--- src/common/riders_settings.svh ---
// Memory map and sizes; bases are byte addresses on a 16-bit bus and offsets fit a 3-bit window
`ifndef RIDERS_SETTINGS_SVH
`define RIDERS_SETTINGS_SVH

// Word address widths of the RAMs
`define RIDERS_WRAM_AW 11
`define RIDERS_ORAM_AW 9

// Byte offset width inside a register block
`define RIDERS_REG_AW 3

// Region bases
`define RIDERS_WRAM_BASE 16'h0000
`define RIDERS_ORAM_BASE 16'h1000
`define RIDERS_PROT_BASE 16'h2000
`define RIDERS_SND_BASE  16'h3000

// Protection registers
`define RIDERS_PROT_SRC  3'd0
`define RIDERS_PROT_CNT  3'd2
`define RIDERS_PROT_CTRL 3'd4
`define RIDERS_PROT_STAT 3'd6

// Sound mailbox registers
`define RIDERS_SND_TX   3'd0
`define RIDERS_SND_RX   3'd2
`define RIDERS_SND_STAT 3'd4

`endif
--- src/riders_dpram.sv ---
// Simple dual-port RAM; a read of the address being written returns the old contents
`timescale 1ns/1ps

module riders_dpram #(
    parameter type data_t = logic [15:0],
    parameter int  aw     = 8
) (
    input  logic          clk,
    input  logic          we,
    input  logic [aw-1:0] waddr,
    input  data_t         wdata,
    input  logic [aw-1:0] raddr,
    output data_t         rdata
);

    data_t mem [0:(1 << aw)-1];

    always_ff @(posedge clk) begin
        if (we) begin
            mem[waddr] <= wdata;
        end
        // One cycle read latency
        rdata <= mem[raddr];
    end

endmodule

--- config.mk ---
export PLATFORM = sky130hd
export DESIGN_NAME = riders_dpram
export DESIGN_NICKNAME = d
export VERILOG_FILES = /design/src/common/riders_settings.svh /design/src/riders_dpram.sv
export SDC_FILE = /design/constraint.sdc
export NUM_CORES = 2
export LEC_CHECK = 0
export ABC_AREA = 0
export BUFFER_PORTS_ARGS = -buffer_cell sky130_fd_sc_hd__buf_2
export CAP_MARGIN = 20
export CORE_UTILIZATION = 30
export DETAILED_ROUTE_END_ITERATION = 7
export GPL_ROUTABILITY_DRIVEN = 0
export SLEW_MARGIN = 40
export SYNTH_ARGS = -nofsm -noshare
export SYNTH_HDL_FRONTEND = slang
export SYNTH_SLANG_ARGS = --single-unit
--- constraint.sdc ---
create_clock -name clk -period 7.69 [get_ports clk]
set_clock_uncertainty 0.15 [all_clocks]
set_input_delay 1.1535 -clock clk [delete_from_list [all_inputs] [get_ports clk]]
set_output_delay 1.1535 -clock clk [all_outputs]
set_load 0.02 [all_outputs]
==> impl_results.md <==
- CTS H-tree lvls: 5
- Post-synthesis cell count: 7360
- TritonCTS clock tree: done
- Worst-Skew Late Latency: 0.97 ns
- Core area: 0.5259 sq mm
- Multi-input gate area: 0.03316 sq mm
- Worst Hold Endpoint: mem[125][0]
- Final Max Slew Viols: 0
- Max Buffers Root-to-Sink: 4
- Yosys cell types: 52
- # fillers: just under 50k
- Clk root buf: clkbuf_16
- Layout area overhead: 15.04%
- RR Startpoint: mem[192][9]
- Detailed Routing Iterations Pass 1: 5
- Ys async rst share: 0%
- Rows: 266
- Starting Density: between 30 and 40%
- Dpl hpwl: 250600 um
- Initial antenna violation count: 30
- Peak Freq: 217.3 MHz
- Post-DRT Antenna Nets: 0
- Top Ports: 50
- DIE WIDTH: 729.4 um
- Seq/Total Area, Yosys: about 78%
- Pwr Total: 46.44 mW
- GRT Total Usage: 15.69%
- Clock sink total: 4112
- Via count: 78.71k
- Chip height: 729.4 um
- Routed wire length: 430100 um
- PD cells: 254.3 mW/mm^2
- First-pass GRT wire length: 602700 um
- MaxCap Viol Count: 0
- Hold path depth: 1
- Main flop type after synthesis: edfxtp_1
- Post-Syn Nets: 7394
- Post_cts resized: 0
- Maximum VDD drop: 0.1820 mV
- Post-synth EDFFs: 4096
- Grt ovf: 0
- Setup CP Type: input pin to flip-flop
- Register bit count reported by yosys: approximately 4.1k
- Number of port buffers: just under 50
- R2r setup slk: 4.49 ns
- RSZ-0062 raised after global routing: false
- Vias in the first global route: 77.88k
- Final Hold Fails: 0
- Worst relative slew slack: 34.56%
- CP Data Arrival Time: 5.29 ns
- Final #Nets: 7817
- HP Class: input pin to flip-flop
- Post-CTS setup buffer count: 0
- CTS clk-pin slew, worst paths: 0.07 ns
- Final setup vio count: 0
- Largest net degree at the start of global routing: 181
- Synth Cell Area: between 0.15 and 0.2 sq mm
- PnR worst setup slack: between 3 and 4 ns
- Number of DRC markers in iteration 0: 10.35k
- Per-cell routed wire length: 28.49 um
- CP Capture Type: flip-flop
- Status: complete, no violations
- Avg Cell Area, Syn: 21.56 sq um
- HP Start: wdata[0]
- Dpl ws: between 1.5 and 2 ns
- Leak: 56.68 nW
- Yosys warnings: 0
- Worst EP required: 8.38 ns
- CTS Hold Bufs: 0
- Tcrit/Tclk final: approximately 60%
- Reg2reg end: rdata[9]
- Register area: 0.1233 sq mm
- Setup TNS Final: 0 ns
- DR vias/cell: 5.213
- Least-Margin Pin Slew: 0.9816 ns
- Worst reg-to-reg path cell count: 6
- DRC: 0
- Critical path peak fanout: 50
- Tmin final: approximately 4.6 ns
- CTS Buf Count: 397
- Nature of the critical path startpoint: input pin
- Die area: 0.5320 sq mm
- Share of cells above drive strength 1: 24.95%
[state kept, by name, indices dropped and copies added (netlist names)]
register  flops
rdata        16
mem        4096
[worst max-delay path by stage]
stage          cells after the start          end      from
3_5_place_dp                      10     rdata[9]  raddr[0]
2_1_floorplan                      6  mem[235][0]  waddr[3]
6_report                           8     rdata[9]  raddr[1]
5_1_grt                           10     rdata[9]  raddr[0]
3_3_place_gp                      10     rdata[9]  raddr[0]
4_1_cts                           10     rdata[9]  raddr[0]
[metal layers]
layer  global-route usage (%)  up-vias  part of all wire, %
met4                    5.034       18                  3.3
met2                    25.95     3632                   48
met3                    2.691      625                  8.3
met5                        0        -                0.028
met1                    21.08    42290                   40
li1                         -    32140                    -
[worst max-delay path, cell delays in order]
cell      delay (ns)
buf_8           0.43
nand2b_4        0.51
buf_4           0.49
o221ai_1        0.44
o32ai_1         0.13
a21oi_1         0.61
nand4_1         0.77
nor4_1          0.49
[area by class of cell]
type                    count  area share, %
flip-flops and latches   4112          67.54
multi-input cells        2792          18.16
clock buffers             488          5.773
well taps                6968          4.775
repair buffers            476          2.455
clock inverters           240          1.253
diodes                     19        0.02604
inverters                   4        0.01645
[cell usage after synthesis, drive strengths merged, types with 43 or more instances]
cell type,count,area share (%)
edfxtp,4096,77
mux4,797,11
mux2i,565,3.6
nor2,304,0.72
o221ai,253,1.4
clkbuf,230,0.54
buf,222,1.1
a21oi,175,0.55
o22ai,148,0.58
nor3,92,0.29
mux2,88,0.62
a22oi,43,0.20
[power breakdown]
group | internal (mW) | switching (mW)
Combinational | 0.787 | 1.53
Sequential | 24.7 | 0.0594
Clock | 11.0 | 8.36
[cells by family after synthesis]
kind of cell,count (synthesis),synth area share [%]
buffers and inverters,456,1.693
AND/OR/NAND/NOR,556,1.574
flip-flops,4112,77.70
AO/OA/AOI/OAI,786,3.537
multiplexers,1450,15.50
[layout by cell type, fill, tap and decap left out, types with 43 or more instances in the layout]
cell type,count
a21oi_1,173
a22oi_1,43
buf_12,43
buf_4,360
clkbuf_1,77
clkbuf_16,408
clkinv_1,89
clkinv_2,76
edfxtp_1,4096
mux2_2,88
mux2i_1,565
mux4_2,797
nor2_1,254
nor3_1,82
o221ai_1,252
o22ai_1,148
[through the flow]
stage | util, % | hold slack (ns) | cells | cell area [sq um]
after floorplan | - | 0.7038 | 7360 | 158700
final | 34.72 | 0.3594 | 15100 | 182600
after global routing | 34.72 | 0.3521 | 15090 | 182600
after global placement | 32.13 | 0.8886 | 14330 | 168900
after detailed placement | 32.20 | 0.9176 | 14340 | 169300
after CTS | 34.64 | 0.4128 | 15070 | 182200
(Power assumes the default switching activity.)
