File: config.mk
export PLATFORM = sky130hd
export DESIGN_NAME = riders_sound_comm
export DESIGN_NICKNAME = d
export VERILOG_FILES = /design/src/common/riders_pkg.sv /design/src/riders_sound_comm.sv
export VERILOG_INCLUDE_DIRS = /design/src /design/src/common
export SDC_FILE = /design/constraint.sdc
export NUM_CORES = 1
export LEC_CHECK = 0
export BUFFER_PORTS_ARGS = -buffer_cell sky130_fd_sc_hd__buf_2
export CORE_MARGIN = 2
export CORE_UTILIZATION = 41
export CTS_CLUSTER_DIAMETER = 60
export DETAILED_ROUTE_END_ITERATION = 8
export GPL_TIMING_DRIVEN = 0
export PLACE_DENSITY = 0.9
export RECOVER_POWER = 25
export SYNTH_ARGS = -nofsm -noshare
export SYNTH_HDL_FRONTEND = slang
export SYNTH_SLANG_ARGS = --single-unit
export TNS_END_PERCENT = 100
File: constraint.sdc
create_clock -name clk -period 1.28 [get_ports clk]
set_input_delay 0.192 -clock clk [delete_from_list [all_inputs] [get_ports clk]]
set_output_delay 0.192 -clock clk [all_outputs]
set_load 0.02 [all_outputs]
File: src/common/riders_settings.svh
// Memory map and sizes; bases are byte addresses on a 16-bit bus and offsets fit a 3-bit window
`ifndef RIDERS_SETTINGS_SVH
`define RIDERS_SETTINGS_SVH

// Word address widths of the RAMs
`define RIDERS_WRAM_AW 11
`define RIDERS_ORAM_AW 9

// Byte offset width inside a register block
`define RIDERS_REG_AW 3

// Region bases
`define RIDERS_WRAM_BASE 16'h0000
`define RIDERS_ORAM_BASE 16'h1000
`define RIDERS_PROT_BASE 16'h2000
`define RIDERS_SND_BASE  16'h3000

// Protection registers
`define RIDERS_PROT_SRC  3'd0
`define RIDERS_PROT_CNT  3'd2
`define RIDERS_PROT_CTRL 3'd4
`define RIDERS_PROT_STAT 3'd6

// Sound mailbox registers
`define RIDERS_SND_TX   3'd0
`define RIDERS_SND_RX   3'd2
`define RIDERS_SND_STAT 3'd4

`endif
File: src/common/riders_pkg.sv
// Types shared by the core; all CPU data is 16 bits wide and object entries use that same width
package riders_pkg;

    // One CPU bus word
    typedef logic [15:0] word_t;

    // Object RAM entry, laid over a work-RAM word bit for bit
    typedef struct packed {
        logic        visible;
        logic [1:0]  prio;
        logic [12:0] code;
    } obj_entry_t;

    // Decoded CPU address regions
    typedef enum logic [2:0] {
        rgn_wram,
        rgn_oram,
        rgn_prot,
        rgn_snd,
        rgn_none
    } region_t;

endpackage

File: src/riders_sound_comm.sv
// Byte mailbox between the CPUs; a new byte overwrites one that is still unread
`timescale 1ns/1ps
`include "riders_settings.svh"

module riders_sound_comm (
    input  logic                      clk,
    input  logic                      arst_n,
    // Main CPU side
    input  logic                      snd_cs,
    input  logic                      reg_we,
    input  logic                      reg_re,
    input  logic [`RIDERS_REG_AW-1:0] reg_addr,
    input  riders_pkg::word_t         reg_wdata,
    output riders_pkg::word_t         snd_rdata,
    // Sound CPU side
    output logic                      snd_irq,
    input  logic                      snd_rd,
    output logic [7:0]                snd_dout,
    input  logic                      snd_wr,
    input  logic [7:0]                snd_din
);
    import riders_pkg::*;

    logic [7:0] tx_q;
    logic [7:0] rx_q;
    logic       rx_pend;
    logic       tx_wr;
    logic       rx_rd;

    assign tx_wr    = snd_cs & reg_we & (reg_addr == `RIDERS_SND_TX);
    assign rx_rd    = snd_cs & reg_re & (reg_addr == `RIDERS_SND_RX);
    assign snd_dout = tx_q;

    // Byte latches
    always_ff @(posedge clk) begin
        if (tx_wr) begin
            tx_q <= reg_wdata[7:0];
        end
        if (snd_wr) begin
            rx_q <= snd_din;
        end
    end

    // A new byte wins over a clear in the same cycle
    always_ff @(posedge clk or negedge arst_n) begin
        if (!arst_n) begin
            snd_irq <= 1'b0;
            rx_pend <= 1'b0;
        end else begin
            if (tx_wr) begin
                snd_irq <= 1'b1;
            end else if (snd_rd) begin
                snd_irq <= 1'b0;
            end
            if (snd_wr) begin
                rx_pend <= 1'b1;
            end else if (rx_rd) begin
                rx_pend <= 1'b0;
            end
        end
    end

    always_comb begin
        case (reg_addr)
            `RIDERS_SND_TX:   snd_rdata = word_t'(tx_q);
            `RIDERS_SND_RX:   snd_rdata = word_t'(rx_q);
            `RIDERS_SND_STAT: snd_rdata = word_t'({snd_irq, rx_pend});
            default:          snd_rdata = '0;
        endcase
    end

endmodule

==> flow_metrics.env <==
export IMPL_worst_path_max_delay_cell="edfxtp_1"
export IMPL_fin_ws_ns=-0.167
export IMPL_routed_wl_met2_um=935
export IMPL_critical_path_endpoint_type="primary output"
export IMPL_cts_clk_slew_worst_paths_ns=0.11
export IMPL_cts_buffers=3
export IMPL_die_y_um=47.1
export IMPL_whs_ns=0.0561
export IMPL_wire_per_inst_um=14.1
export IMPL_clockBufferDepth=2
export IMPL_slew_viol_final=0
export IMPL_startpoint="snd_dout[1]"
export IMPL_grt_first_pass_wirelength_mm=2.47
export IMPL_clock_root_buffer="clkbuf_4"
export IMPL_synthDistinctLibCells=14
export IMPL_insertion_delay_ns=0.30
export IMPL_row_count=15
export IMPL_routed_wl_mm=1.85
export IMPL_cpMostUsedCell="a211oi_2"
export IMPL_drtPass1Iterations=4
export IMPL_drc=0
export IMPL_cts_sinks=18
export IMPL_cp_top_family="flip-flops"
export IMPL_crit_path_max_incr_delay_ns=0.41
export IMPL_grt_pass1_vias=616
export IMPL_fill_cells=124
export IMPL_holdCritStartpoint="snd_din[0]"
export IMPL_synth_cell_area_um2=761
export IMPL_multi_input_area_um2=235
export IMPL_synth_edff_count=16
export IMPL_ys_flop_type="edfxtp_1"
export IMPL_synth_fa_ha_area_frac=0
export IMPL_synth_cells=48
export IMPL_async_reset_ff_frac=0.111
export IMPL_synth_top_family_by_area="compound AO/OA/AOI/OAI gates"
export IMPL_die_area_mm2=0.00222
export IMPL_wl_met1_um=689
export IMPL_drive_above_1_share=0.623
export IMPL_seq_area_frac_synth=0.697
export IMPL_port_buffers=42
export IMPL_setup_violations=2
export IMPL_worstPathCellList="nor2b_4 > a211oi_2 > a211oi_2 > buf_4"
export IMPL_crit_path_start_kind="register"
export IMPL_placed_area_mm2=0.00104
export IMPL_path_buf_inv=1
export IMPL_drtIter0Drc=14
export IMPL_finalHoldViolations=0
export IMPL_yosys_area_top_type_share=0.632
export IMPL_timing_final_crit_share=1.13
export IMPL_die_w_um=47.1
export IMPL_synth_top_area_cell="edfxtp_1"
export IMPL_timing_final_crit_period_ns=1.45
export IMPL_synth_area_mux_share=0
export IMPL_status="finished with violations"
export IMPL_finClkSkew_ns=0
export IMPL_cap_violations=0
export IMPL_viasPerCell=4.66
export IMPL_final_nets=141
export IMPL_synth_seq_cells=18
export IMPL_dpl_hpwl_mm=1.18
export IMPL_fmax_ghz=0.691
export IMPL_syn_to_final_growth_pct=53.5
export IMPL_cp_max_fo=2
export IMPL_floorplan_initialDensity=0.441
export IMPL_routed_top_layer="met4"
export IMPL_cp_data_required_time_ns=1.09
export IMPL_ff_latch_area_um2=531
export IMPL_yosys_warnings=0
export IMPL_synth_area_top_cells="edfxtp_1 63%, buf_4 7.9%, a22o_1 6.9%"
export IMPL_synth_simple_gate_area_frac=0.0855
export IMPL_coreArea_mm2=0.00173
export IMPL_cts_tree="built"
export IMPL_gp_congestion=0.664
export IMPL_antenna_left=0
export IMPL_hp_class="input pin to register"
export IMPL_leakage_nw=0.546
export IMPL_total_power_mw=1.17
export IMPL_p_per_area_mw_per_mm2=1000
export IMPL_antenna_found_initial=0
export IMPL_r2r_start="rx_pend"
export IMPL_synth_xor_xnor_area_share=0
export IMPL_grt_max_degree=11
export IMPL_cts_htree_levels=1
export IMPL_design_area_mm2=0.00117
export IMPL_rsz0062_at_grt="yes"
export IMPL_grt_ovfl_total=0
export IMPL_arrival_ns=1.26
export IMPL_synth_compound_area_frac=0.128
export IMPL_peakVddDrop_mv=0.815
export IMPL_violations="setup timing"
export IMPL_syn_avg_cell_area_um2=15.8
export IMPL_wl_met3_um=188
export IMPL_ys_top_cells_by_count="16 x edfxtp_1, 8 x buf_4, 6 x a22o_1"
export IMPL_grt_use_total=0.174
export IMPL_critical_path_class="register to primary output"
export IMPL_vias=611
export IMPL_io_pins=59
export IMPL_yosysMostFrequentCell="edfxtp_1"
export IMPL_diodes=0
worst paths after layout:
path                                      to  slack (ns)  cells past startpoint
worst max-delay path            snd_rdata[1]       -0.17                      4
worst min-delay path                 rx_q[0]        0.06                      1
worst max register to register       rx_pend        0.58                      1
worst min register to register       snd_irq        0.56                      1
max in group asynchronous            snd_irq        0.99                      2
min in group asynchronous            rx_pend        0.19                      2
cell families (layout without fill, tap and decap cells):
| kind of cell | Yosys count | count (layout) |
|---|---|---|
| AO/OA/AOI/OAI | 12 | 12 |
| flip-flops | 18 | 18 |
| other | 1 | 8 |
| buffers and inverters | 9 | 60 |
| AND/OR/NAND/NOR | 8 | 8 |
registers in the layout, summed over array words and instances (netlist names):
signal,flops
snd_irq,1
rx_q,8
rx_pend,1
snd_dout,8
layout by cell type, fill, tap and decap left out:
master / Yosys / final
buf_2: 0 / 33
buf_4: 8 / 19
edfxtp_1: 16 / 16
conb_1: 1 / 8
a22o_1: 6 / 6
a211oi_2: 0 / 4
clkbuf_4: 0 / 3
nand2b_1: 2 / 2
nor2b_4: 0 / 2
a21o_1: 2 / 2
buf_6: 0 / 2
dfrtp_1: 2 / 2
nor3b_4: 1 / 1
nor3_4: 0 / 1
and3_2: 0 / 1
inv_1: 1 / 1
nand3_1: 1 / 1
clkinv_1: 0 / 1
dlygate4sd3_1: 0 / 1
repair_timing:
action | 4_1_cts | 5_1_grt
setup buffers | 1 | 3
hold buffers | 1 | 0
endpoints found under the hold margin | 2 | 0
setup endpoints to repair | 16 | 8
gates cloned | 0 | 0
resized for setup | 9 | 12
pin swaps | 4 | 6
power by group:
group | leakage (nW) | switching [mW] | internal, mW
Sequential | 0.173 | 0.00997 | 0.669
Clock | 0.0154 | 0.179 | 0.114
Combinational | 0.357 | 0.105 | 0.0943
area by class of cell:
cell class,instances,area share
Clock inverter,1,0.00322
Tap cell,25,0.0268
Timing Repair Buffer,47,0.240
Sequential cell,18,0.454
Multi-Input combinational cell,28,0.202
Clock buffer,3,0.0193
Inverter,1,0.00322
Buffer,8,0.0514
routing by layer:
layer / GRT usage / up-vias
li1: - / 286
met3: 0.0692 / 4
met4: 0.128 / 0
met1: 0.163 / 283
met2: 0.304 / 38
met5: 0 / -
per-stage QoR:
| step | utilization | TNS [ns] | cells | setup WS, ns |
|---|---|---|---|---|
| after floorplan | - | 0 | 55 | 0.0537 |
| after global placement | 0.601 | -2.72 | 122 | -0.302 |
| after detailed placement | 0.601 | -3.21 | 122 | -0.344 |
| after CTS | 0.645 | -0.541 | 128 | -0.128 |
| after global routing | 0.676 | -0.539 | 131 | -0.211 |
| final | 0.676 | -0.327 | 131 | -0.167 |
Power figures use the tool's default switching activity.
