$ cat src/common/riders_settings.svh
// Memory map and sizes; bases are byte addresses on a 16-bit bus and offsets fit a 3-bit window
`ifndef RIDERS_SETTINGS_SVH
`define RIDERS_SETTINGS_SVH

// Word address widths of the RAMs
`define RIDERS_WRAM_AW 11
`define RIDERS_ORAM_AW 9

// Byte offset width inside a register block
`define RIDERS_REG_AW 3

// Region bases
`define RIDERS_WRAM_BASE 16'h0000
`define RIDERS_ORAM_BASE 16'h1000
`define RIDERS_PROT_BASE 16'h2000
`define RIDERS_SND_BASE  16'h3000

// Protection registers
`define RIDERS_PROT_SRC  3'd0
`define RIDERS_PROT_CNT  3'd2
`define RIDERS_PROT_CTRL 3'd4
`define RIDERS_PROT_STAT 3'd6

// Sound mailbox registers
`define RIDERS_SND_TX   3'd0
`define RIDERS_SND_RX   3'd2
`define RIDERS_SND_STAT 3'd4

`endif
$ cat src/common/riders_pkg.sv
// Types shared by the core; all CPU data is 16 bits wide and object entries use that same width
package riders_pkg;

    // One CPU bus word
    typedef logic [15:0] word_t;

    // Object RAM entry, laid over a work-RAM word bit for bit
    typedef struct packed {
        logic        visible;
        logic [1:0]  prio;
        logic [12:0] code;
    } obj_entry_t;

    // Decoded CPU address regions
    typedef enum logic [2:0] {
        rgn_wram,
        rgn_oram,
        rgn_prot,
        rgn_snd,
        rgn_none
    } region_t;

endpackage

$ cat src/prot/riders_prot.sv
// Protection DMA; kept counts beyond the object RAM size wrap the write address
`timescale 1ns/1ps
`include "riders_settings.svh"

module riders_prot (
    input  logic                       clk,
    input  logic                       arst_n,
    // Register access
    input  logic                       prot_cs,
    input  logic                       reg_we,
    input  logic                       reg_re,
    input  logic [`RIDERS_REG_AW-1:0]  reg_addr,
    input  riders_pkg::word_t          reg_wdata,
    output riders_pkg::word_t          prot_rdata,
    // Work RAM read port shared with the CPU
    input  logic                       cpu_wram_re,
    input  logic [`RIDERS_WRAM_AW-1:0] cpu_wram_raddr,
    output logic [`RIDERS_WRAM_AW-1:0] wram_raddr,
    input  riders_pkg::word_t          wram_rdata,
    // Object RAM write port
    output logic                       oram_we,
    output logic [`RIDERS_ORAM_AW-1:0] oram_waddr,
    output riders_pkg::obj_entry_t     oram_wdata,
    output logic                       busy,
    output logic                       irq
);
    import riders_pkg::*;

    logic [`RIDERS_WRAM_AW-1:0] src;
    logic [`RIDERS_WRAM_AW-1:0] rd_ptr;
    logic [`RIDERS_WRAM_AW:0]   cnt;
    logic [`RIDERS_WRAM_AW:0]   left;
    logic [`RIDERS_WRAM_AW:0]   kept;
    logic                       rd_vld;
    logic                       wr_sel;
    logic                       start;
    logic                       done;
    obj_entry_t                 entry;

    assign wr_sel = prot_cs & reg_we;
    assign start  = wr_sel & ~busy & (reg_addr == `RIDERS_PROT_CTRL);
    assign done   = busy & (left == '0);

    // Work RAM words taken as object entries
    assign entry      = obj_entry_t'(wram_rdata);
    assign oram_we    = rd_vld & entry.visible;
    assign oram_waddr = kept[`RIDERS_ORAM_AW-1:0];
    assign oram_wdata = entry;

    // CPU gets the read port only when idle
    assign wram_raddr = (busy | ~cpu_wram_re) ? rd_ptr : cpu_wram_raddr;

    always_ff @(posedge clk or negedge arst_n) begin
        if (!arst_n) begin
            src    <= '0;
            cnt    <= '0;
            rd_ptr <= '0;
            left   <= '0;
            kept   <= '0;
            rd_vld <= 1'b0;
            busy   <= 1'b0;
            irq    <= 1'b0;
        end else begin
            // Data of a read issued now shows up next cycle
            rd_vld <= busy & (left != '0);
            if (wr_sel & (reg_addr == `RIDERS_PROT_SRC)) begin
                src <= reg_wdata[`RIDERS_WRAM_AW-1:0];
            end
            if (wr_sel & (reg_addr == `RIDERS_PROT_CNT)) begin
                cnt <= reg_wdata[`RIDERS_WRAM_AW:0];
            end
            if (wr_sel & (reg_addr == `RIDERS_PROT_STAT)) begin
                irq <= 1'b0;
            end
            if (start) begin
                busy   <= 1'b1;
                rd_ptr <= src;
                left   <= cnt;
                kept   <= '0;
            end else if (busy) begin
                if (done) begin
                    // Last entry is written on this same edge
                    busy <= 1'b0;
                    irq  <= 1'b1;
                end else begin
                    rd_ptr <= rd_ptr + 1'b1;
                    left   <= left - 1'b1;
                end
                if (oram_we) begin
                    kept <= kept + 1'b1;
                end
            end
        end
    end

    always_comb begin
        prot_rdata = '0;
        if (prot_cs & reg_re) begin
            case (reg_addr)
                `RIDERS_PROT_SRC: prot_rdata = word_t'(src);
                `RIDERS_PROT_CNT: prot_rdata = word_t'(cnt);
                `RIDERS_PROT_STAT: begin
                    prot_rdata     = word_t'(kept);
                    prot_rdata[15] = busy;
                    prot_rdata[14] = irq;
                end
                default: prot_rdata = '0;
            endcase
        end
    end

endmodule

$ cat config.mk
export PLATFORM = sky130hd
export DESIGN_NAME = riders_prot
export DESIGN_NICKNAME = d
export VERILOG_FILES = /design/src/common/riders_pkg.sv /design/src/prot/riders_prot.sv
export VERILOG_INCLUDE_DIRS = /design/src /design/src/common
export SDC_FILE = /design/constraint.sdc
export NUM_CORES = 1
export LEC_CHECK = 0
export ABC_CLOCK_PERIOD_IN_PS = 4260
export BUFFER_PORTS_ARGS = -buffer_cell sky130_fd_sc_hd__buf_2
export CAP_MARGIN = 20
export CORE_MARGIN = 5
export CORE_UTILIZATION = 40
export DETAILED_ROUTE_END_ITERATION = 10
export RECOVER_POWER = 50
export SLEW_MARGIN = 20
export SYNTH_ARGS = -nofsm -noshare
export SYNTH_HDL_FRONTEND = slang
export SYNTH_SLANG_ARGS = --single-unit
$ cat constraint.sdc
create_clock -name clk -period 4.26 [get_ports clk]
set_input_delay 0 -clock clk [delete_from_list [all_inputs] [get_ports clk]]
set_output_delay 0 -clock clk [all_outputs]
set_load 0.02 [all_outputs]
==> qor.yml, run 1 <==
status: "finished clean"
most-common-layout-cells: "61 x dfrtp_1, 59 x buf_2, 41 x nor2_1, 32 x mux2_2, 30 x nand2_1"
cts_root_buf: "clkbuf_8"
fin_worst_skew_ps: 7.00
yosys-top-cells-area: "dfrtp_1 42%, mux2_2 9.9%, buf_4 5.8%"
hold_depth: 0
worst_ir_drop_vdd_v: 0.000311
clkLatencyLatePin_ps: 340
antenna_found_initial: 0
min_to: "oram_wdata[7]"
finalSetupViolations: 0
nFillCells: 829
reg2regPathDepth: 6
power_density_mw_per_mm2: 577
synthFlopType: "dfrtp_1"
regToRegSetupSlack_ps: 1760
drt_iter0_markers: 124
clkSinkCount: 61
slew_headroom: 0.437
io_pins: 107
p_total_uw: 2460
crit_path_end_kind: "flip-flop"
grt-ovfl-total: 0
drv_slew: 0
synthCells: 377
ant_nets: 0
synth.cell_area_mm2: 0.00364
crit_type: "flip-flop to flip-flop"
cp_slowest_cell: "or4_1"
clkTransAtPathRegs_ps: 70
yosysSeqAreaShare: 0.420
drt_wl_total_um: 8950
cts_buffer_depth: 2
worstHoldStart: "wram_rdata[7]"
utilization: 0.483
grt_pass1_vias: 2925
grt_pass1_wl_um: 15000
tightest_slew_ps: 837
die_h_um: 105
synth_top_area_frac: 0.420
synthToLayoutAreaGrowth_pct: 16.9
max_freq_mhz: 400
first_pass_iters: 4
initial_core_util: 0.413
nets: 487
cp_data_required_time_ps: 4490
maxCapViolCount: 0
cp_cell_sequence: "or4_1 > o41ai_4 > buf_4 > inv_2 > mux2_1 > a221o_1"
regToRegStartpoint: "left[4]"
grt_usage: 0.168
antennaDiodeCount: 0
synth_cell_type_count: 54
htreeDepth: 3
remaining_drc_errors: 0
arrival_ps: 2730
portBuffers: 70
core_region_area_mm2: 0.00881
critPathMaxFanout: 20
fp.dieW_um: 105
p_leak_uw: 0.00188
synth_edf_count: 0
grt_max_degree: 62
cts_buffers: 9
cp-start-kind: "flip-flop"
dpl_cell_area_mm2: 0.00388
fin_setup_tns_ps: 0
hpwl_um: 6440
yosysWarnings: 0
drive_above_1_share: 0.275
final_area_mm2: 0.00425
final_common_cell: "dfrtp_1"
vias: 2949
period_share: 0.587
cts-resized-gates: 0
regToRegEndpoint: "rd_ptr[9]"
avgSynthCellArea_um2: 9.65
rows: 34
yosys.area.top_type: "dfrtp_1"
vias_per_cell: 5.42
cts_tree: "built"
place_congestion: 0.802
die_area_mm2: 0.0111
holdCritPathClass: "input port to primary output"
period_needed_ps: 2500
final_hold_viol_count: 0
rsz0062_at_grt: "no"
synth-async-reset-ratio: 1.00
ys_seq_elements: 61
max_stage_delay_ps: 710
wl_per_cell_um: 16.5
synthesized netlist by cell type, types with 5 or more instances:
cell      number
xnor2_1        8
nor4_1         6
nand2_1       30
a21oi_1       16
clkbuf_1      10
buf_4         28
inv_1          7
nand3_1       10
o21ai_0       15
mux2i_1       15
nor2_1        42
dfrtp_1       61
mux2_2        32
a31oi_1        5
nor3_1         5
buf_2          5
or3_1          8
o211ai_1       6
nand4_1        5
o311ai_0       5
and2_1         6
cell families (layout without fill, tap and decap cells):
logic type                 after synthesis  in the layout  synth area share
AOI/OAI and AO/OA                       61             61             0.120
xor gates and xnor gates                11             11            0.0265
adders and majority gates                4              4            0.0138
buffers and inverters                   54            112            0.0863
DFF                                     61             61             0.420
muxes                                   48             48             0.143
other                                    1              2           0.00103
and+or+nand+nor                        137            137             0.189
where the power goes:
group,internal [uW],switching [uW],leakage [uW]
combinational,356,450,0.000998
clock,422,237,0.000126
sequential,763,228,0.000758
total,1540,914,0.00188
flip-flops by register name, indices dropped and copies added, names as in the netlist:
| register | cells |
|---|---|
| rd_vld | 1 |
| kept | 12 |
| cnt | 12 |
| src | 11 |
| irq | 1 |
| rd_ptr | 11 |
| busy | 1 |
| left | 12 |
layout make-up:
cell class,instances,area (um^2),area share
clock buffer,11,151,0.0356
clock inverter,5,106,0.0250
inverter,8,30.0,0.00706
multi-input combinational,263,1800,0.424
sequential,61,1530,0.359
tap,108,135,0.0318
timing repair buffer,88,500,0.118
critical path: cells and delay by family (launching register included):
family,cells,cell delay [ps]
compound gates,2,550
flops,1,440
buf+inv,2,380
simple gates,1,710
mux,1,310
through the flow:
stage	setup slack, ps	hold WS [ps]	instances
5_1_grt	1590	0.0293	544
2_1_floorplan	2150	-296	378
4_1_cts	1750	0.137	544
6_report	1760	0.00711	544
3_3_place_gp	1790	0.137	515
3_5_place_dp	1760	0.137	515
layer usage:
layer	global-route usage	part of all wire	up-vias
li1	-	-	1428
met1	0.227	0.46	1412
met2	0.260	0.46	96
met3	0.0471	0.068	13
met4	0.0572	0.016	0
met5	0	0	-
worst max-delay path by stage:
stage / from / end / slack, ps / cells after the start
CTS: left[4] / rd_ptr[9] / 1750 / 6
detailed placement: left[4] / rd_ptr[9] / 1760 / 6
finish: left[4] / rd_ptr[9] / 1760 / 6
global route: left[4] / left[1] / 1590 / 7
global placement: left[4] / rd_ptr[9] / 1790 / 6
floorplan: busy / rd_ptr[9] / 2150 / 5
timing repair:
action,CTS,global route
buffers inserted,0,0
hold endpoints to repair,84,0
hold buffers,13,0
No activity file was read; power rests on OpenSTA's default activity.
==> run 2: changes to the inputs <==
ABC_CLOCK_PERIOD_IN_PS = 2000   (was 4260)
PLACE_DENSITY = 0.67   (was default)
clock period = 2 ns   (was 4.26 ns; I/O delays follow)
==> run 2 against run 1 <==
  * The run now ends with negative setup slack left
  * Die area unchanged
  * Final area increased by 5.9%
  * Critical endpoint unchanged
  * Critical path type unchanged
  * First-iteration DRC count decreased by 23%
  * Global-route usage increased by 1.4 points
  * Non-clock buffer count increased by 33
  * Clock-buffer cell count decreased by 2
  * Clock power increased by 67%
==> qor.yml, run 2 (synthesized netlist as in run 1, its figures left out) <==
tightest_slew_ps: 808  # was 837 ps
cp_data_required_time_ps: 2230  # was 4490 ps
fp.dieW_um: 105  # unchanged
cp-start-kind: "flip-flop"  # unchanged
crit_family: "compound AO/OA/AOI/OAI gates"  # was simple AND/OR/NAND/NOR gates
grt_pass1_wl_um: 16200  # was 15,000 um
wl_per_cell_um: 16.9  # was 16.5 um
drv_slew: 0  # unchanged
core_region_area_mm2: 0.00881  # unchanged
maxCapViolCount: 0  # unchanged
clkTransAtPathRegs_ps: 70  # about the same
cts_buffers: 9  # unchanged
crit_type: "flip-flop to flip-flop"  # unchanged
comb_power_share: 0.422  # was 0.328
max_freq_mhz: 470  # was 400 MHz
vias: 3112  # was 2,949
final_hold_viol_count: 0  # unchanged
nFillCells: 821  # was 829
clkLatencyLatePin_ps: 350  # was 340 ps
rsz0062_at_grt: "yes"  # was no
io_pins: 107  # unchanged
drt_wl_total_um: 9750  # was 8950 um
p_switching_uw: 2140  # was 914 uW
cts_tree: "built"  # unchanged
first_pass_iters: 4  # unchanged
rows: 34  # unchanged
cp_slowest_cell: "or4_4"  # was or4_1
seqCellArea_mm2: 0.00153  # about the same
grt_max_degree: 34  # was 62
initial_core_util: 0.413  # unchanged
die_area_mm2: 0.0111  # unchanged
remaining_drc_errors: 0  # unchanged
internal-power_uw: 3270  # was 1540 uW
die_h_um: 105  # unchanged
period_share: 1.06  # was 0.587
grt-ovfl-total: 0  # unchanged
htreeDepth: 3  # unchanged
p_clk_frac: 0.204  # was 0.268
pre_cts_ws_ps: -160  # was 1760 ps
ant_nets: 0  # unchanged
grt_pass1_vias: 3218  # was 2,925
hpwl_um: 7350  # was 6440 um
arrival_ps: 2360  # was 2730 ps
clkSinkCount: 61  # unchanged
vias_per_cell: 5.39  # was 5.42
p_leak_uw: 0.00203  # was 0.00188 uW
power_density_mw_per_mm2: 1200  # was 577 mW/mm^2
holdCritPathClass: "input port to primary output"  # unchanged
top_regs: "cnt x12, kept x12, left x12"  # unchanged
max_stage_delay_ps: 550  # was 710 ps
fin_ws_ps: -126  # was 1760 ps
finalSetupViolations: 8  # was 0
grt_usage: 0.182  # was 0.168
violations: "negative setup slack"
switching_share: 0.395  # was 0.372
portBuffers: 70  # unchanged
crit_buf_inv: 1  # was 2
nets: 520  # was 487
antenna_found_initial: 0  # unchanged
synthToLayoutAreaGrowth_pct: 23.8  # was 16.9%
utilization: 0.512  # was 0.483
fin_worst_skew_ps: 8.02  # was 7.00 ps
worst_ir_drop_vdd_v: 0.000594  # was 0.000311 V
pwr-share-seq: 0.374  # was 0.404
slew_headroom: 0.462  # was 0.437
drive_above_1_share: 0.350  # was 0.275
period_needed_ps: 2130  # was 2500 ps
multi_input_area_mm2: 0.00187  # was 0.00180 mm^2
critPathMaxFanout: 2  # was 20
most-common-layout-cells: "60 x dfrtp_1, 60 x buf_2, 40 x nor2_1, 32 x mux2_2, 32 x buf_4"  # was 61 x dfrtp_1, 59 x buf_2, 41 x nor2_1, 32 x mux2_2, 30 x nand2_1
antennaDiodeCount: 0  # unchanged
status: "finished with violations"  # was finished clean
cp_cell_sequence: "or4_4 > o41ai_4 > inv_2 > mux2_4 > a221o_1"  # was or4_1 > o41ai_4 > buf_4 > inv_2 > mux2_1 > a221o_1
cts_buffer_depth: 2  # unchanged
crit_path_end_kind: "flip-flop"  # unchanged
cts_root_buf: "clkbuf_8"  # unchanged
drt_iter0_markers: 95  # was 124
place_congestion: 0.860  # was 0.802
run 2: cell types whose count changed in the layout (fill, tap and decap cells not counted), sizes merged:
cell	delta
buf	+31
bufinv	-2
clkinv	+2
inv	+2
run 2: worst reg2reg max path, stage by stage, from the launching register on:
cell and delay [ps]:
dfrtp_1 380, or4_4 550, o41ai_4 410, inv_2 80, mux2_4 300, a221o_1 280
run 2: path summary, 6_finish.rpt:
kind	startpoint	end	slack, ps	depth (start not counted)
setup / recovery	left[7]	rd_ptr[9]	-130	5
hold / removal	wram_rdata[7]	oram_wdata[7]	0.007	0
setup reg to reg	left[7]	rd_ptr[9]	-130	5
hold reg to reg	cnt[9]	left[9]	520	2
max in group asynchronous	arst_n	irq	840	3
min in group asynchronous	arst_n	rd_ptr[10]	260	2
run 2: timing repair:
item,4_1_cts,5_1_grt
endpoints found under the hold margin,52,0
hold buffers,13,0
resized for setup,8,9
pin swaps,3,5
buffers inserted,0,1
endpoints found under the setup margin,12,20
run 2: final cells by class:
type,instances,share of cell area
Multi-Input combinational cell,263,0.415
Sequential cell,61,0.339
Timing Repair Buffer,121,0.166
Tap cell,108,0.0300
Clock buffer,9,0.0275
Clock inverter,7,0.0164
Inverter,8,0.00666
run 2: layer usage:
| layer | vias up | part of all wire | track usage |
|---|---|---|---|
| met1 | 1524 | 0.46 | 0.235 |
| met3 | 15 | 0.061 | 0.0501 |
| li1 | 1488 | - | - |
| met2 | 85 | 0.47 | 0.296 |
| met5 | - | 0 | 0 |
| met4 | 0 | 0.013 | 0.0572 |
run 2: power by group through the flow:
stage | combinational [uW] | sequential [uW] | clock [uW]
after floorplan | 1460 | 1980 | 0
after global placement | 2110 | 2010 | 0
after detailed placement | 2130 | 2030 | 0
after CTS | 2200 | 2010 | 1130
after global routing | 2500 | 2080 | 1190
final | 2280 | 2020 | 1100
run 2: through the flow:
stage	hold WS (ps)	setup TNS (ps)	std cells	cell area [um^2]	total power, uW
floorplan	-296	-108	378	3660	3430
CTS	0.137	-540	576	4470	5350
finish	0.00712	-442	577	4510	5400
global placement	0.137	-506	547	4130	4120
global route	0.0293	-1430	577	4510	5770
detailed placement	0.137	-759	547	4130	4160
