[src/common/riders_settings.svh]
// Memory map and sizes; bases are byte addresses on a 16-bit bus and offsets fit a 3-bit window
`ifndef RIDERS_SETTINGS_SVH
`define RIDERS_SETTINGS_SVH

// Word address widths of the RAMs
`define RIDERS_WRAM_AW 11
`define RIDERS_ORAM_AW 9

// Byte offset width inside a register block
`define RIDERS_REG_AW 3

// Region bases
`define RIDERS_WRAM_BASE 16'h0000
`define RIDERS_ORAM_BASE 16'h1000
`define RIDERS_PROT_BASE 16'h2000
`define RIDERS_SND_BASE  16'h3000

// Protection registers
`define RIDERS_PROT_SRC  3'd0
`define RIDERS_PROT_CNT  3'd2
`define RIDERS_PROT_CTRL 3'd4
`define RIDERS_PROT_STAT 3'd6

// Sound mailbox registers
`define RIDERS_SND_TX   3'd0
`define RIDERS_SND_RX   3'd2
`define RIDERS_SND_STAT 3'd4

`endif
[src/common/riders_pkg.sv]
// Types shared by the core; all CPU data is 16 bits wide and object entries use that same width
package riders_pkg;

    // One CPU bus word
    typedef logic [15:0] word_t;

    // Object RAM entry, laid over a work-RAM word bit for bit
    typedef struct packed {
        logic        visible;
        logic [1:0]  prio;
        logic [12:0] code;
    } obj_entry_t;

    // Decoded CPU address regions
    typedef enum logic [2:0] {
        rgn_wram,
        rgn_oram,
        rgn_prot,
        rgn_snd,
        rgn_none
    } region_t;

endpackage

[src/riders_main_bus.sv]
// APB slave for the core; word accesses only, paddr[0] and byte lanes are ignored
`timescale 1ns/1ps
`include "riders_settings.svh"

module riders_main_bus (
    input  logic                       clk,
    input  logic                       arst_n,
    // APB
    input  logic                       psel,
    input  logic                       penable,
    input  logic                       pwrite,
    input  logic [15:0]                paddr,
    input  riders_pkg::word_t          pwdata,
    output riders_pkg::word_t          prdata,
    output logic                       pready,
    output logic                       pslverr,
    // RAMs
    output logic                       wram_we,
    output logic [`RIDERS_WRAM_AW-1:0] wram_waddr,
    output riders_pkg::word_t          wram_wdata,
    output logic                       cpu_wram_re,
    input  riders_pkg::word_t          wram_rdata,
    output logic [`RIDERS_ORAM_AW-1:0] oram_raddr,
    input  riders_pkg::obj_entry_t     oram_rdata,
    // Register blocks
    output logic                       prot_cs,
    output logic                       snd_cs,
    output logic                       reg_we,
    output logic                       reg_re,
    output logic [`RIDERS_REG_AW-1:0]  reg_addr,
    output riders_pkg::word_t          reg_wdata,
    input  riders_pkg::word_t          prot_rdata,
    input  riders_pkg::word_t          snd_rdata,
    input  logic                       prot_busy
);
    import riders_pkg::*;

    localparam word_t wram_mask = ~word_t'((1 << (`RIDERS_WRAM_AW + 1)) - 1);
    localparam word_t oram_mask = ~word_t'((1 << (`RIDERS_ORAM_AW + 1)) - 1);
    localparam word_t reg_mask  = ~word_t'((1 << `RIDERS_REG_AW) - 1);

    region_t region;
    region_t region_q;
    logic    setup;
    logic    access;
    logic    done;
    logic    bad;
    logic    ram_rd;
    logic    wait_q;

    assign setup  = psel & ~penable;
    assign access = psel & penable;
    assign done   = access & pready & ~pslverr;

    // Address decode
    always_comb begin
        region = rgn_none;
        if ((paddr & wram_mask) == `RIDERS_WRAM_BASE) begin
            region = rgn_wram;
        end else if ((paddr & oram_mask) == `RIDERS_ORAM_BASE) begin
            region = rgn_oram;
        end else if ((paddr & reg_mask) == `RIDERS_PROT_BASE) begin
            region = rgn_prot;
        end else if ((paddr & reg_mask) == `RIDERS_SND_BASE) begin
            region = rgn_snd;
        end
    end

    // Error cases are judged in setup
    always_comb begin
        case (region)
            rgn_wram: bad = ~pwrite & prot_busy;
            rgn_oram: bad = pwrite;
            rgn_prot: bad = pwrite & prot_busy &
                            (paddr[`RIDERS_REG_AW-1:0] == `RIDERS_PROT_CTRL);
            rgn_snd:  bad = 1'b0;
            default:  bad = 1'b1;
        endcase
    end

    assign ram_rd = ~pwrite & ((region == rgn_wram) | (region == rgn_oram));

    // RAM reads get one wait state and everything else ends in the first access cycle
    always_ff @(posedge clk or negedge arst_n) begin
        if (!arst_n) begin
            region_q <= rgn_none;
            wait_q   <= 1'b0;
            pready   <= 1'b0;
            pslverr  <= 1'b0;
        end else begin
            pready  <= 1'b0;
            pslverr <= 1'b0;
            if (setup) begin
                region_q <= region;
                wait_q   <= ram_rd & ~bad;
                pready   <= ~(ram_rd & ~bad);
                pslverr  <= bad;
            end else if (access & wait_q) begin
                wait_q <= 1'b0;
                pready <= 1'b1;
            end
        end
    end

    assign wram_we     = done & pwrite & (region_q == rgn_wram);
    assign wram_waddr  = paddr[`RIDERS_WRAM_AW:1];
    assign wram_wdata  = pwdata;
    assign cpu_wram_re = access & ~pwrite & (region_q == rgn_wram);
    assign oram_raddr  = paddr[`RIDERS_ORAM_AW:1];

    assign prot_cs   = region_q == rgn_prot;
    assign snd_cs    = region_q == rgn_snd;
    assign reg_we    = done & pwrite;
    assign reg_re    = done & ~pwrite;
    assign reg_addr  = paddr[`RIDERS_REG_AW-1:0];
    assign reg_wdata = pwdata;

    always_comb begin
        case (region_q)
            rgn_wram: prdata = wram_rdata;
            rgn_oram: prdata = word_t'(oram_rdata);
            rgn_prot: prdata = prot_rdata;
            rgn_snd:  prdata = snd_rdata;
            default:  prdata = '0;
        endcase
    end

endmodule

[config.mk]
export PLATFORM = sky130hd
export DESIGN_NAME = riders_main_bus
export DESIGN_NICKNAME = d
export VERILOG_FILES = /design/src/common/riders_pkg.sv /design/src/riders_main_bus.sv
export VERILOG_INCLUDE_DIRS = /design/src /design/src/common
export SDC_FILE = /design/constraint.sdc
export NUM_CORES = 1
export LEC_CHECK = 0
export CORE_AREA = 2 2 71 73
export CTS_CLUSTER_SIZE = 14
export DETAILED_ROUTE_END_ITERATION = 8
export DIE_AREA = 0 0 73 75
export DONT_BUFFER_PORTS = 1
export PLACE_DENSITY = 0.45
export SYNTH_ARGS = -nofsm -noshare
export SYNTH_HDL_FRONTEND = slang
export SYNTH_SLANG_ARGS = --single-unit
[constraint.sdc]
create_clock -name clk -period 2.3 [get_ports clk]
set_clock_uncertainty 0.2 [all_clocks]
set_input_delay 0.345 -clock clk [delete_from_list [all_inputs] [get_ports clk]]
set_output_delay 0.345 -clock clk [all_outputs]
set_load 0.02 [all_outputs]
==> impl.org, run 1 <==
** Timing
- In the finished design, the share of the clock period the worst path needs comes to 0.941.
- Minimum setup slack in the final design :: 0.135 ns
- Final critical path time including I/O delays and setup :: 2.16 ns
- Measured against its own limit, the worst slew margin works out to 0.713.
- Setup tns final :: 0 ns
- Setup repair after global routing missed its margin :: no
- Actual slew at the worst max-slew pin :: 0.426 ns
- The number of slew-limit violations in the final report was 0.
- Setup violations remaining at the end of the flow were counted as 0.
- The tightest hold path in the finished design has a slack of 0.0566 ns.
- The final hold violation count is 0.
- F_max :: 0.462 GHz

** Global routing
- The total overflow left after global routing is 0.
- The layer flagged by global routing as most heavily used is met2.
- GR Util met3 :: 0.0254
- The number of antenna violations at the first check in global routing came to 0.
- Global-route usage over all layers :: 0.109
- The number of global-route vias before repair was 897.
- In the global route stage, met2 resource usage came out at 0.211.
- Pin count of the biggest net entering global routing :: 19
- Global Route met1 Usage :: 0.115
- The first global-routing pass estimated 4.57 mm of wire.

** Flow run
- The tool flagged a number of max-cap violations equal to 0.

** Place
- Summed over all nets, the half-perimeter wirelength after detailed placement is 3.03 mm.
- At the end of routability-driven placement, the weighted congestion stood at 0.672.
- Summing all placed instances gives a cell area of 850 um^2.
- Number of buffers added on ports :: 0
- Counting tap cells, the placed design contains a total of 157 instances.
- Pre-CTS worst setup slack :: 0.371 ns

** Worst setup path
- Launching point of the worst reg2reg path :: region_q[2]
- Cell count along the critical path :: 4
- Bufs and invs on worst path :: 1
- The critical path goes through and3b_1, buf_4, a22oi_1, nand2_1.
- Endpoint arrival time on the critical path :: 1.62 ns
- The largest individual stage delay along the critical path comes from the cell sky130_fd_sc_hd__dfstp_2.
- The worst register-to-register path ends at region_q[2].
- The worst setup path is of the reg2out kind.
- The worst setup path is captured at a primary output.
- In this run the worst path has a maximum fanout of 17.
- STA classifies the critical path startpoint as a register.
- Worst R2R Setup Slack :: 1.27 ns
- Data on the critical path is required at its endpoint by 1.75 ns.
- Top cell family by delay on the critical path :: flip-flops
- Tracing the worst setup path back leads to its startpoint at region_q[2].
- The most critical setup path has its endpoint at prdata[2].
- Measured in cells, the most critical reg-to-reg path has a length of 2.
- Largest stage delay, worst path :: 0.59 ns

** Power and ir drop
- Max rail drop VDD :: 0.208 mV
- In this run the static leakage power is 0.367 nW.
- Power density cells :: 445 nW/um^2
- The design draws 0.403 mW.

** Clock network
- In this run the number of H-tree levels came out at 1.
- For the worst-skew pair, the clock arrives at the later sink with an insertion delay of 0.22 ns.
- Cell at the root of the clock tree :: sky130_fd_sc_hd__clkbuf_8
- Clock tree from TritonCTS :: yes
- Clk pin slew, worst setup/hold paths :: 0.04 ns
- CTS saw 6 sinks.
- Number of gates resized after CTS :: 0
- TritonCTS buffer count :: 3
- The clock passes through at most 2 buffers.
- Buffers added to address setup during post-CTS repair amount to 0.

** Outcome
- The run finished with clean final reports.

** Route
- For this run, design rule violations remaining after detail routing come to 0.
- DRT Wirelength :: 3.48 mm
- Remaining antenna violation count :: 0
- After detailed routing, the average wire length per cell comes to 21.5 um.
- The final route contains 923 vias.
- The detailed router finished its first iteration with 42 violations.
- 1st-pass router iterations :: 5
- After detailed routing, the number of vias per cell comes to 5.70.

** Die
- The region available for standard cell placement spans 4660 um^2.
- # rows :: 25
- The die covers 5480 um^2.
- The floorplan step set the die height to 75 um.
- For this design the top-level I/O count stands at 181.
- For this configuration, the core starts out at a cell density of 0.256.
- The die is 73 um wide.

** Finish
- Highest-count cells in the layout ignoring fill and taps :: sky130_fd_sc_hd__a22oi_1 (31), sky130_fd_sc_hd__nand2_1 (24), sky130_fd_sc_hd__buf_4 (7)
- Fraction of layout instances using a drive strength above 1 :: 0.148
- Number of inserted diodes :: 0
- Most common cell after layout, fill and taps aside :: sky130_fd_sc_hd__a22oi_1
- For this run, the number of standard cells in the final layout without fillers is 162.
- The net count of the finished layout is 211.
- Measured on the finished design, the core utilization comes to 0.194.
- After routing the design area is 905 um^2.
- The area growth from synthesis to layout is -24.3%.

** Logic synthesis
- Summing every instance area after synthesis gives 1190 um^2.
- Post-synthesis sequential element count :: 6
- The share of the Yosys chip area taken by registers is 0.127.
- Yosys printed 0 warnings.
- Synthesis handed over a netlist of 156 instances.
- Average cell area after synthesis :: 7.66 um^2
- Synthesized Nets :: 258
- Number of distinct standard cells referenced by the synthesized netlist :: 30

** Hold path
- Worst hold path stage count :: 2
- The tightest min-delay check is of the in2reg type.
## synth_stat cells
master                       n  area, um^2
sky130_fd_sc_hd__nor4b_1     2        17.5
sky130_fd_sc_hd__and2_1      1        6.26
sky130_fd_sc_hd__a22oi_2     1        12.5
sky130_fd_sc_hd__a31oi_1     1        6.26
sky130_fd_sc_hd__nor2b_1     1        6.26
sky130_fd_sc_hd__nand4bb_1   1        11.3
sky130_fd_sc_hd__dfrtp_1     5         125
sky130_fd_sc_hd__nor4bb_1    1        10.0
sky130_fd_sc_hd__inv_1       1        3.75
sky130_fd_sc_hd__buf_6       2        22.5
sky130_fd_sc_hd__nand2_1    24        90.1
sky130_fd_sc_hd__a21oi_1     1        5.00
sky130_fd_sc_hd__dfstp_2     1        26.3
sky130_fd_sc_hd__mux2_2      1        11.3
sky130_fd_sc_hd__nor4_1      2        12.5
sky130_fd_sc_hd__o21ai_0     5        25.0
sky130_fd_sc_hd__nor2_1      5        18.8
sky130_fd_sc_hd__o31ai_1     1        7.51
sky130_fd_sc_hd__nand3_1     1        5.00
sky130_fd_sc_hd__nor3b_1     2        15.0
sky130_fd_sc_hd__a22oi_1    31         233
sky130_fd_sc_hd__buf_8       1        15.0
sky130_fd_sc_hd__nor3_4      1        16.3
sky130_fd_sc_hd__nand2b_1    1        6.26
sky130_fd_sc_hd__mux2i_1     1        10.0
sky130_fd_sc_hd__buf_4      57         428
sky130_fd_sc_hd__nor3_1      1        5.00
sky130_fd_sc_hd__or4b_1      1        10.0
sky130_fd_sc_hd__and3b_1     1        8.76
sky130_fd_sc_hd__nor3b_2     2        25.0
## layout make-up
cell class                      instances  area (um^2)
Multi-Input combinational cell         89          574
Clock buffer                            4         45.0
Sequential cell                         6          151
Timing Repair Buffer                    8         62.6
Fill cell                             532         3760
Inverter                                1         3.75
Tap cell                               54         67.6
## sequential cells by signal (all words and copies together), names as in the netlist
signal and count:
pready 1, wait_q 1, pslverr 1, region_q 3
## logic make-up (layout without fill, tap and decap cells)
| kind of cell | count (synthesis) | in the layout | share of synthesized area |
|---|---|---|---|
| compound gates | 40 | 40 | 0.242 |
| flops | 6 | 6 | 0.127 |
| simple gates | 47 | 47 | 0.221 |
| mux | 2 | 2 | 0.0178 |
| buf+inv | 61 | 13 | 0.393 |
## report_power, final
part	total (mW)	switching (mW)	leakage, nW	internal, mW
Clock	0.166	0.0467	0.0228	0.119
Combinational	0.115	0.0773	0.266	0.0377
Sequential	0.122	0.00898	0.0782	0.113
Total	0.403	0.133	0.367	0.270
## worst min-delay path by stage
stage / startpoint / endpoint / slack (ns)
2_1_floorplan: arst_n / pready / -0.15
3_3_place_gp: arst_n / pready / -0.15
3_5_place_dp: arst_n / wait_q / -0.15
4_1_cts: psel / pready / 0.06
5_1_grt: psel / wait_q / 0.08
6_report: psel / pready / 0.06
## timing repair
action | CTS | global route
endpoints found under the hold margin | 6 | 0
endpoints found under the setup margin | 0 | 0
hold buffers | 1 | 0
## per-layer routing
layer / share of wire / vias to the layer above
li1: - / 408
met1: 0.32 / 403
met2: 0.54 / 106
met3: 0.13 / 6
met4: 0.0086 / 0
met5: 0 / -
(Power assumes the default switching activity.)
==> inputs of run 2 (changes only) <==
- ABC_AREA: unset -> 1
- CORE_AREA: 2 2 71 73 -> 2 2 69 71
- DIE_AREA: 0 0 73 75 -> 0 0 71 73
- PLACE_DENSITY: 0.45 -> 0.51
==> impl.org, run 2 <==
** Outcome
- Outcome :: finished, final reports clean

** Power and ir drop
- The internal portion of the total power is 0.284 mW.
- The share of total power dissipated in sequential elements is 0.265.
- Gate power share :: 0.389
- For this design the static power due to leakage is 0.435 nW.
- Sw Share :: 0.401
- Summed over all nets, the switching power comes to 0.190 mW.
- Power density cells :: 451 nW/um^2
- Share of power burned in the clock network :: 0.346
- Max rail drop VDD :: 0.167 mV

** Logic synthesis
- Among all flip-flop cells after synthesis, the most frequent one is sky130_fd_sc_hd__dfrtp_1.
- Number of distinct standard cells referenced by the synthesized netlist :: 25
- Cell type with the largest total area after synthesis :: sky130_fd_sc_hd__buf_4
- Fraction of registers with async set or reset after synthesis :: 1.00
- The synthesized design contains 0 enable-type register cells.
- The average instance in the mapped netlist occupies 6.62 um^2.
- The share of synthesized area in the top cell type comes to 0.301.
- The synthesized design contains 6 register bits.
- Top cells by area, synth :: sky130_fd_sc_hd__buf_4 (30%), sky130_fd_sc_hd__nand3_1 (20%), sky130_fd_sc_hd__dfrtp_1 (9.1%), sky130_fd_sc_hd__a22oi_2 (8.2%), sky130_fd_sc_hd__nand2_1 (6.0%)
- The number of nets handed over by synthesis was 309.
- The cell count after synthesis came out at 207.
- During synthesis, Yosys emitted a total of 0 warnings.
- For this run, the register share of the synthesized area comes to 0.111.
- Leading post-synthesis cells by instance count :: sky130_fd_sc_hd__buf_4 (55), sky130_fd_sc_hd__nand3_1 (55), sky130_fd_sc_hd__nand2_1 (22)
- Post-synthesis instance area :: 1370 um^2

** Die
- # rows :: 25
- Die H :: 73 um
- Core area :: 4540 um^2
- Initial cell density of the core :: 0.302
- Pin placement for this block handled 181 I/O pins.
- Die Outline Area :: 5180 um^2
- Die X :: 71 um

** Finish
- Final standard cell count with taps included and fillers excluded :: 207
- The net count of the finished layout is 256.
- Register with the most flip-flops :: region_q
- The layout has 520 filler cells.
- Area of the multi-input gates :: 689 um^2
- Flip-flop count of the largest register after layout :: 3
- Across the whole layout, storage elements account for 151 um^2.
- Most common cell after layout, fill and taps aside :: sky130_fd_sc_hd__nand3_1
- Relative to the synthesized area, the layout overhead comes to -23.3%.
- Fraction of layout instances using a drive strength above 1 :: 0.176
- Highest-count cells in the layout ignoring fill and taps :: sky130_fd_sc_hd__nand3_1 (55), sky130_fd_sc_hd__nand2_1 (22), sky130_fd_sc_hd__nor2_1 (17), sky130_fd_sc_hd__a22oi_2 (9), sky130_fd_sc_hd__inv_1 (8)
- 0 antenna diodes ended up in the layout.

** Timing
- The number of slew-limit violations in the final report came to 0.
- The final hold violation count is 0.
- Headroom to the max-slew limit came out at 0.723.
- Minimum setup slack in the final design :: 0.245 ns
- In the finished design, the share of the clock period the worst path needs comes to 0.894.
- F_max :: 0.487 GHz
- For the finished layout, the period the worst path requires is 2.06 ns.
- Setup violators final :: 0
- Adding up every negative setup slack in the final design gives 0 ns.
- For the pin with the worst max-slew slack, the measured transition is 0.414 ns.
- Setup repair after global routing missed its margin :: no

** Route
- Using the TritonRoute via totals, the vias-per-cell ratio works out to 5.39.
- After the first detailed-routing iteration, the DRC count stood at 61.
- DRT Wirelength :: 3.13 mm
- For this run, design rule violations remaining after detail routing come to 0.
- Routed wire per std cell :: 15.1 um
- Summing over every cut layer, the via total after detailed routing is 1,115.
- In this run the remaining antenna-violating nets after routing total 0.
- 1st-pass router iterations :: 4

** Worst setup path
- By startpoint and endpoint, the worst setup path is classified as reg2out.
- Number of cells traversed by the worst register-to-register path :: 3
- For flop-to-flop paths, the worst setup slack is 1.07 ns.
- CP Launch Type :: register
- Kind of capture point of the worst setup path :: primary output
- Data on the critical path arrives at its endpoint at 1.51 ns.
- Endpoint of the worst register-to-register path :: region_q[0]
- Launching point of the worst reg2reg path :: region_q[0]
- Capturing element of the worst setup path :: prdata[2]
- CP max FO :: 17
- Required time of the critical path :: 1.75 ns
- Critical Path Source :: region_q[2]

** Place
- Routability-driven placement finished with a final weighted congestion of 0.717.
- Port buffering added 0 buffers.
- Post-Place Cells :: 202
- OpenSTA, run right after detailed placement, puts the worst setup slack at 0.460 ns.
- DP Wirelength :: 2.79 mm

** Clock network
- TritonCTS buffer count :: 3
- In this run, post-CTS repair resized a total of 0 instances.
- The tree is rooted in a sky130_fd_sc_hd__clkbuf_8.
- For this design, the sink count on the clock tree is 6.
- Postcts setup bufs :: 0
- For the worst-skew pair, the clock arrives at the later sink with an insertion delay of 0.22 ns.
- Counting along the longest clock path gives a buffer depth of 2.
- Clk pin slew, worst setup/hold paths :: 0.04 ns
- Number of H-tree levels :: 1
- TritonCTS built the clock tree.

** Global routing
- In the global route stage, overall resource usage came out at 0.114.
- The number of global-route vias before repair was 1,023.
- Antenna violations before repair :: 0
- Pin count of the biggest net entering global routing :: 23
- Wire length of the first global-routing pass :: 4.71 mm
- Summed over all layers, the global routing overflow is 0.

** Hold path
- Worst hold path stage count :: 2
- Worst hold-check path type :: in2reg

** Flow run
- Count of maximum capacitance violations :: 0
[run 2: cell types whose count changed after synthesis, moves of 3 or more]
cell                      previous run  this run
sky130_fd_sc_hd__nor2_1              5        17
sky130_fd_sc_hd__nand3_1             1        55
sky130_fd_sc_hd__a22oi_2             1         9
sky130_fd_sc_hd__inv_1               1         8
sky130_fd_sc_hd__o21ai_0             5         2
sky130_fd_sc_hd__nor2_2              0         3
sky130_fd_sc_hd__a22oi_1            31         7
sky130_fd_sc_hd__buf_2               0         5
[run 2: kinds of logic (layout without fill, tap and decap cells)]
group	count (synthesis)	after routing	share of synthesized area
AO/OA/AOI/OAI	21	21	0.140
buffers and inverters	76	22	0.386
flip-flops	6	6	0.111
AND/OR/NAND/NOR	104	104	0.363
[run 2: cell type report]
type / instances / share of cell area
Clock buffer: 4 / 0.0429
Timing Repair Buffer: 6 / 0.0452
Tap cell: 54 / 0.0643
Inverter: 12 / 0.0476
Multi-Input combinational cell: 125 / 0.656
Sequential cell: 6 / 0.144
[run 2: how the worst min path moves through the flow]
stage	from	end	slack [ns]
floorplan	arst_n	pready	-0.15
CTS	pwrite	pready	0.07
detailed placement	arst_n	pslverr	-0.15
finish	pwrite	pready	0.07
global placement	arst_n	pslverr	-0.15
global route	pwrite	pready	0.08
[run 2: stage by stage]
step                cell area, um^2   util  hold WS, ns  power, mW
floorplan                      1370      -       -0.151      0.428
global placement                996  0.220       -0.150      0.309
detailed placement              996  0.220       -0.151      0.312
CTS                            1050  0.232       0.0680      0.482
global route                   1050  0.232       0.0795      0.512
finish                         1050  0.232       0.0715      0.474
[run 2: timing repair]
| action | CTS | global route |
|---|---|---|
| hold endpoints to repair | 6 | 0 |
| hold buffers | 1 | 0 |
| endpoints found under the setup margin | 0 | 0 |
[run 2: worst max-delay path, stage by stage (launching register included)]
cell and delay [ns]:
sky130_fd_sc_hd__dfstp_2 0.54, sky130_fd_sc_hd__inv_2 0.05, sky130_fd_sc_hd__nand3_1 0.07, sky130_fd_sc_hd__inv_2 0.17, sky130_fd_sc_hd__a22oi_1 0.22, sky130_fd_sc_hd__nand3_1 0.22
[run 2: power groups by stage]
stage / sequential (mW) / clock, mW / combinational (mW)
floorplan: 0.123 / 0 / 0.305
global placement: 0.126 / 0 / 0.183
detailed placement: 0.127 / 0 / 0.185
global route: 0.127 / 0.178 / 0.207
CTS: 0.126 / 0.168 / 0.188
finish: 0.126 / 0.164 / 0.184
[run 2: layer usage]
metal	vias to the layer above	routed length, um	GRT usage
li1	536	-	-
met1	471	1090	0.126
met2	100	1580	0.195
met3	8	427	0.0552
met4	0	33	0.0314
met5	-	0	0
==> inputs of run 3 (changes only) <==
- ABC_CLOCK_PERIOD_IN_PS: unset -> 2300
- CTS_BUF_LIST: unset -> sky130_fd_sc_hd__clkbuf_2 sky130_fd_sc_hd__clkbuf_4 sky130_fd_sc_hd__clkbuf_8
==> impl.org, run 3 (synthesis results as in run 2) <==
** Place
- The count of buffers added on input and output ports is 0.
- After detailed placement, the design holds a cell count of 202.
- DP Wirelength :: 2.79 mm
- The congestion estimate from routability-driven global placement came to 0.717.
- Before CTS, the worst setup slack after placement is 0.460 ns.

** Clock network
- Buffers inserted during clock tree synthesis total 3.
- Source-to-sink clock delay at the later pin of the worst-skew pair :: 0.22 ns
- Clock Tree Buf Depth :: 2
- Clk pin slew, worst setup/hold paths :: 0.04 ns
- Cell at the root of the clock tree :: sky130_fd_sc_hd__clkbuf_8
- The tree built by TritonCTS fans out to 6 sinks.
- Gates resized during post-CTS repair numbered 0.
- The number of hold buffers added after CTS was 1.
- CTS built an H-tree with a depth of 1.
- TritonCTS built the clock tree.
- After clock tree synthesis, the setup repair step added 0 buffers.

** Worst setup path
- Bufs and invs on worst path :: 2
- Number of cells traversed by the worst register-to-register path :: 3
- Endpoint of the worst register-to-register path :: region_q[0]
- The critical path is of the reg2out type.
- Largest stage delay, worst path :: 0.54 ns
- The most critical setup path has its startpoint at region_q[2].
- In this run the critical register-to-register path is launched from region_q[0].
- The largest individual stage delay along the critical path comes from the cell sky130_fd_sc_hd__dfstp_2.
- Walking the worst path, the cells encountered are inv_2, nand3_1, inv_2, a22oi_1, nand3_1.
- Broken down by cell family, the worst path's largest delay share belongs to flip-flops.
- STA puts the critical path data required time at 1.75 ns.
- Kind of capture point of the worst setup path :: primary output
- Cell count along the critical path :: 5
- Endpoint arrival time on the critical path :: 1.51 ns
- Capturing element of the worst setup path :: prdata[2]
- Worst R2R Setup Slack :: 1.07 ns
- CP max FO :: 17
- The worst setup path is launched from a register.

** Route
- Once detail routing completed, the nets flagged for antenna violations numbered 0.
- Vias after detailed routing :: 1,114
- The first routing iteration left 61 violations.
- Routed wire per std cell :: 15.1 um
- Summed over all layers, the routed wires come to 3.13 mm.
- Post-route DRC violation count :: 0
- Vias per std cell :: 5.38
- The first detailed-routing pass took 4 iterations.

** Die
- Core area :: 4540 um^2
- Die Outline Area :: 5180 um^2
- Count of boundary I/O pins :: 181
- Measured along the x axis, the die boundary spans 71 um.
- Initial cell density of the core :: 0.302
- The floorplan has 25 rows.
- Die H :: 73 um

** Timing
- Pins Over Slew Limit :: 0
- Minimum setup slack in the final design :: 0.245 ns
- The worst path needs 2.06 ns of the cycle, external delays included.
- At the pin with the least slew margin, the transition time is 0.414 ns.
- Setup tns final :: 0 ns
- F_max :: 0.487 GHz
- Of the available clock period, the critical path in the final layout requires 0.894.
- Setup violations remaining at the end of the flow were counted as 0.
- Setup repair after global routing missed its margin :: no
- The final hold violation count was 0.
- Measured against its own limit, the worst slew margin works out to 0.723.

** Finish
- Signed area change from the synthesized netlist to the final layout :: -23.0%
- The library cell used most frequently in the layout, excluding fill and tap cells, is sky130_fd_sc_hd__nand3_1.
- The register with the most flip-flops in the layout has 3 of them.
- In the final layout, the share of cells above drive strength 1 is 0.183.
- Fill count :: 519
- Counting flops per register, the top entry is region_q.
- 0 antenna diodes ended up in the layout.
- Highest-count cells in the layout ignoring fill and taps :: sky130_fd_sc_hd__nand3_1 (55), sky130_fd_sc_hd__nand2_1 (22), sky130_fd_sc_hd__nor2_1 (17), sky130_fd_sc_hd__a22oi_2 (9), sky130_fd_sc_hd__inv_1 (8)
- The finished layout holds 207 standard cells, fillers aside.
- At the end of the flow, the number of nets in the layout was 256.

** Global routing
- Wire length of the first global-routing pass :: 4.71 mm
- Entering global routing, the biggest net connects 23 pins.
- Antenna violations before repair :: 0
- Global routing finished with a remaining overflow of 0.
- Number of global-route vias before repair :: 1,023
- Global-route usage over all layers :: 0.114

** Power and ir drop
- For this design the static power due to leakage is 0.438 nW.
- Max rail drop VDD :: 0.169 mV
- Power spread over the standard cell area amounts to 460 nW/um^2.

** Hold path
- In this run the worst hold path is classified as in2reg.

** Outcome
- The flow ran to the end, and the final reports show no timing, DRC or antenna violations.

** Flow run
- Count of maximum capacitance violations :: 0
-- run 3: changes by cell type in the layout (fill, tap and decap cells not counted) --
cell	before	now
sky130_fd_sc_hd__clkbuf_1	1	0
sky130_fd_sc_hd__clkbuf_4	0	1
-- run 3: area by class of cell --
| class | instances | area, um^2 | share of cell area |
|---|---|---|---|
| multi-input combinational | 125 | 689 | 0.654 |
| clock buffer | 4 | 48.8 | 0.0463 |
| sequential | 6 | 151 | 0.144 |
| inverter | 12 | 50.0 | 0.0474 |
| timing repair buffer | 6 | 47.5 | 0.0451 |
| tap | 54 | 67.6 | 0.0641 |
-- run 3: report_power, final --
part	switching [mW]	total (mW)	internal, mW
registers	0.0108	0.126	0.115
logic	0.134	0.184	0.0498
clock network	0.0448	0.176	0.131
-- run 3: worst min-delay path by stage --
stage           start  endpoint  slack, ns  depth (start not counted)
5_1_grt        pwrite    pready       0.08                          2
3_5_place_dp   arst_n   pslverr      -0.15                          0
4_1_cts        pwrite    pready       0.07                          2
3_3_place_gp   arst_n   pslverr      -0.15                          0
6_report       pwrite    pready       0.07                          2
2_1_floorplan  arst_n    pready      -0.15                          0
-- run 3: layer usage --
layer,routed length (um),global-route usage,part of all wire
met5,0,0,0
met4,33,0.0314,0.011
met2,1570,0.195,0.50
met1,1090,0.126,0.35
met3,427,0.0552,0.14
-- run 3: metrics by stage --
stage	power [mW]	area (um^2)	util	hold WS [ns]
after floorplan	0.428	1370	-	-0.151
after global placement	0.309	996	0.220	-0.150
after detailed placement	0.312	996	0.220	-0.151
after CTS	0.494	1050	0.233	0.0674
after global routing	0.524	1050	0.233	0.0800
final	0.485	1050	0.233	0.0708
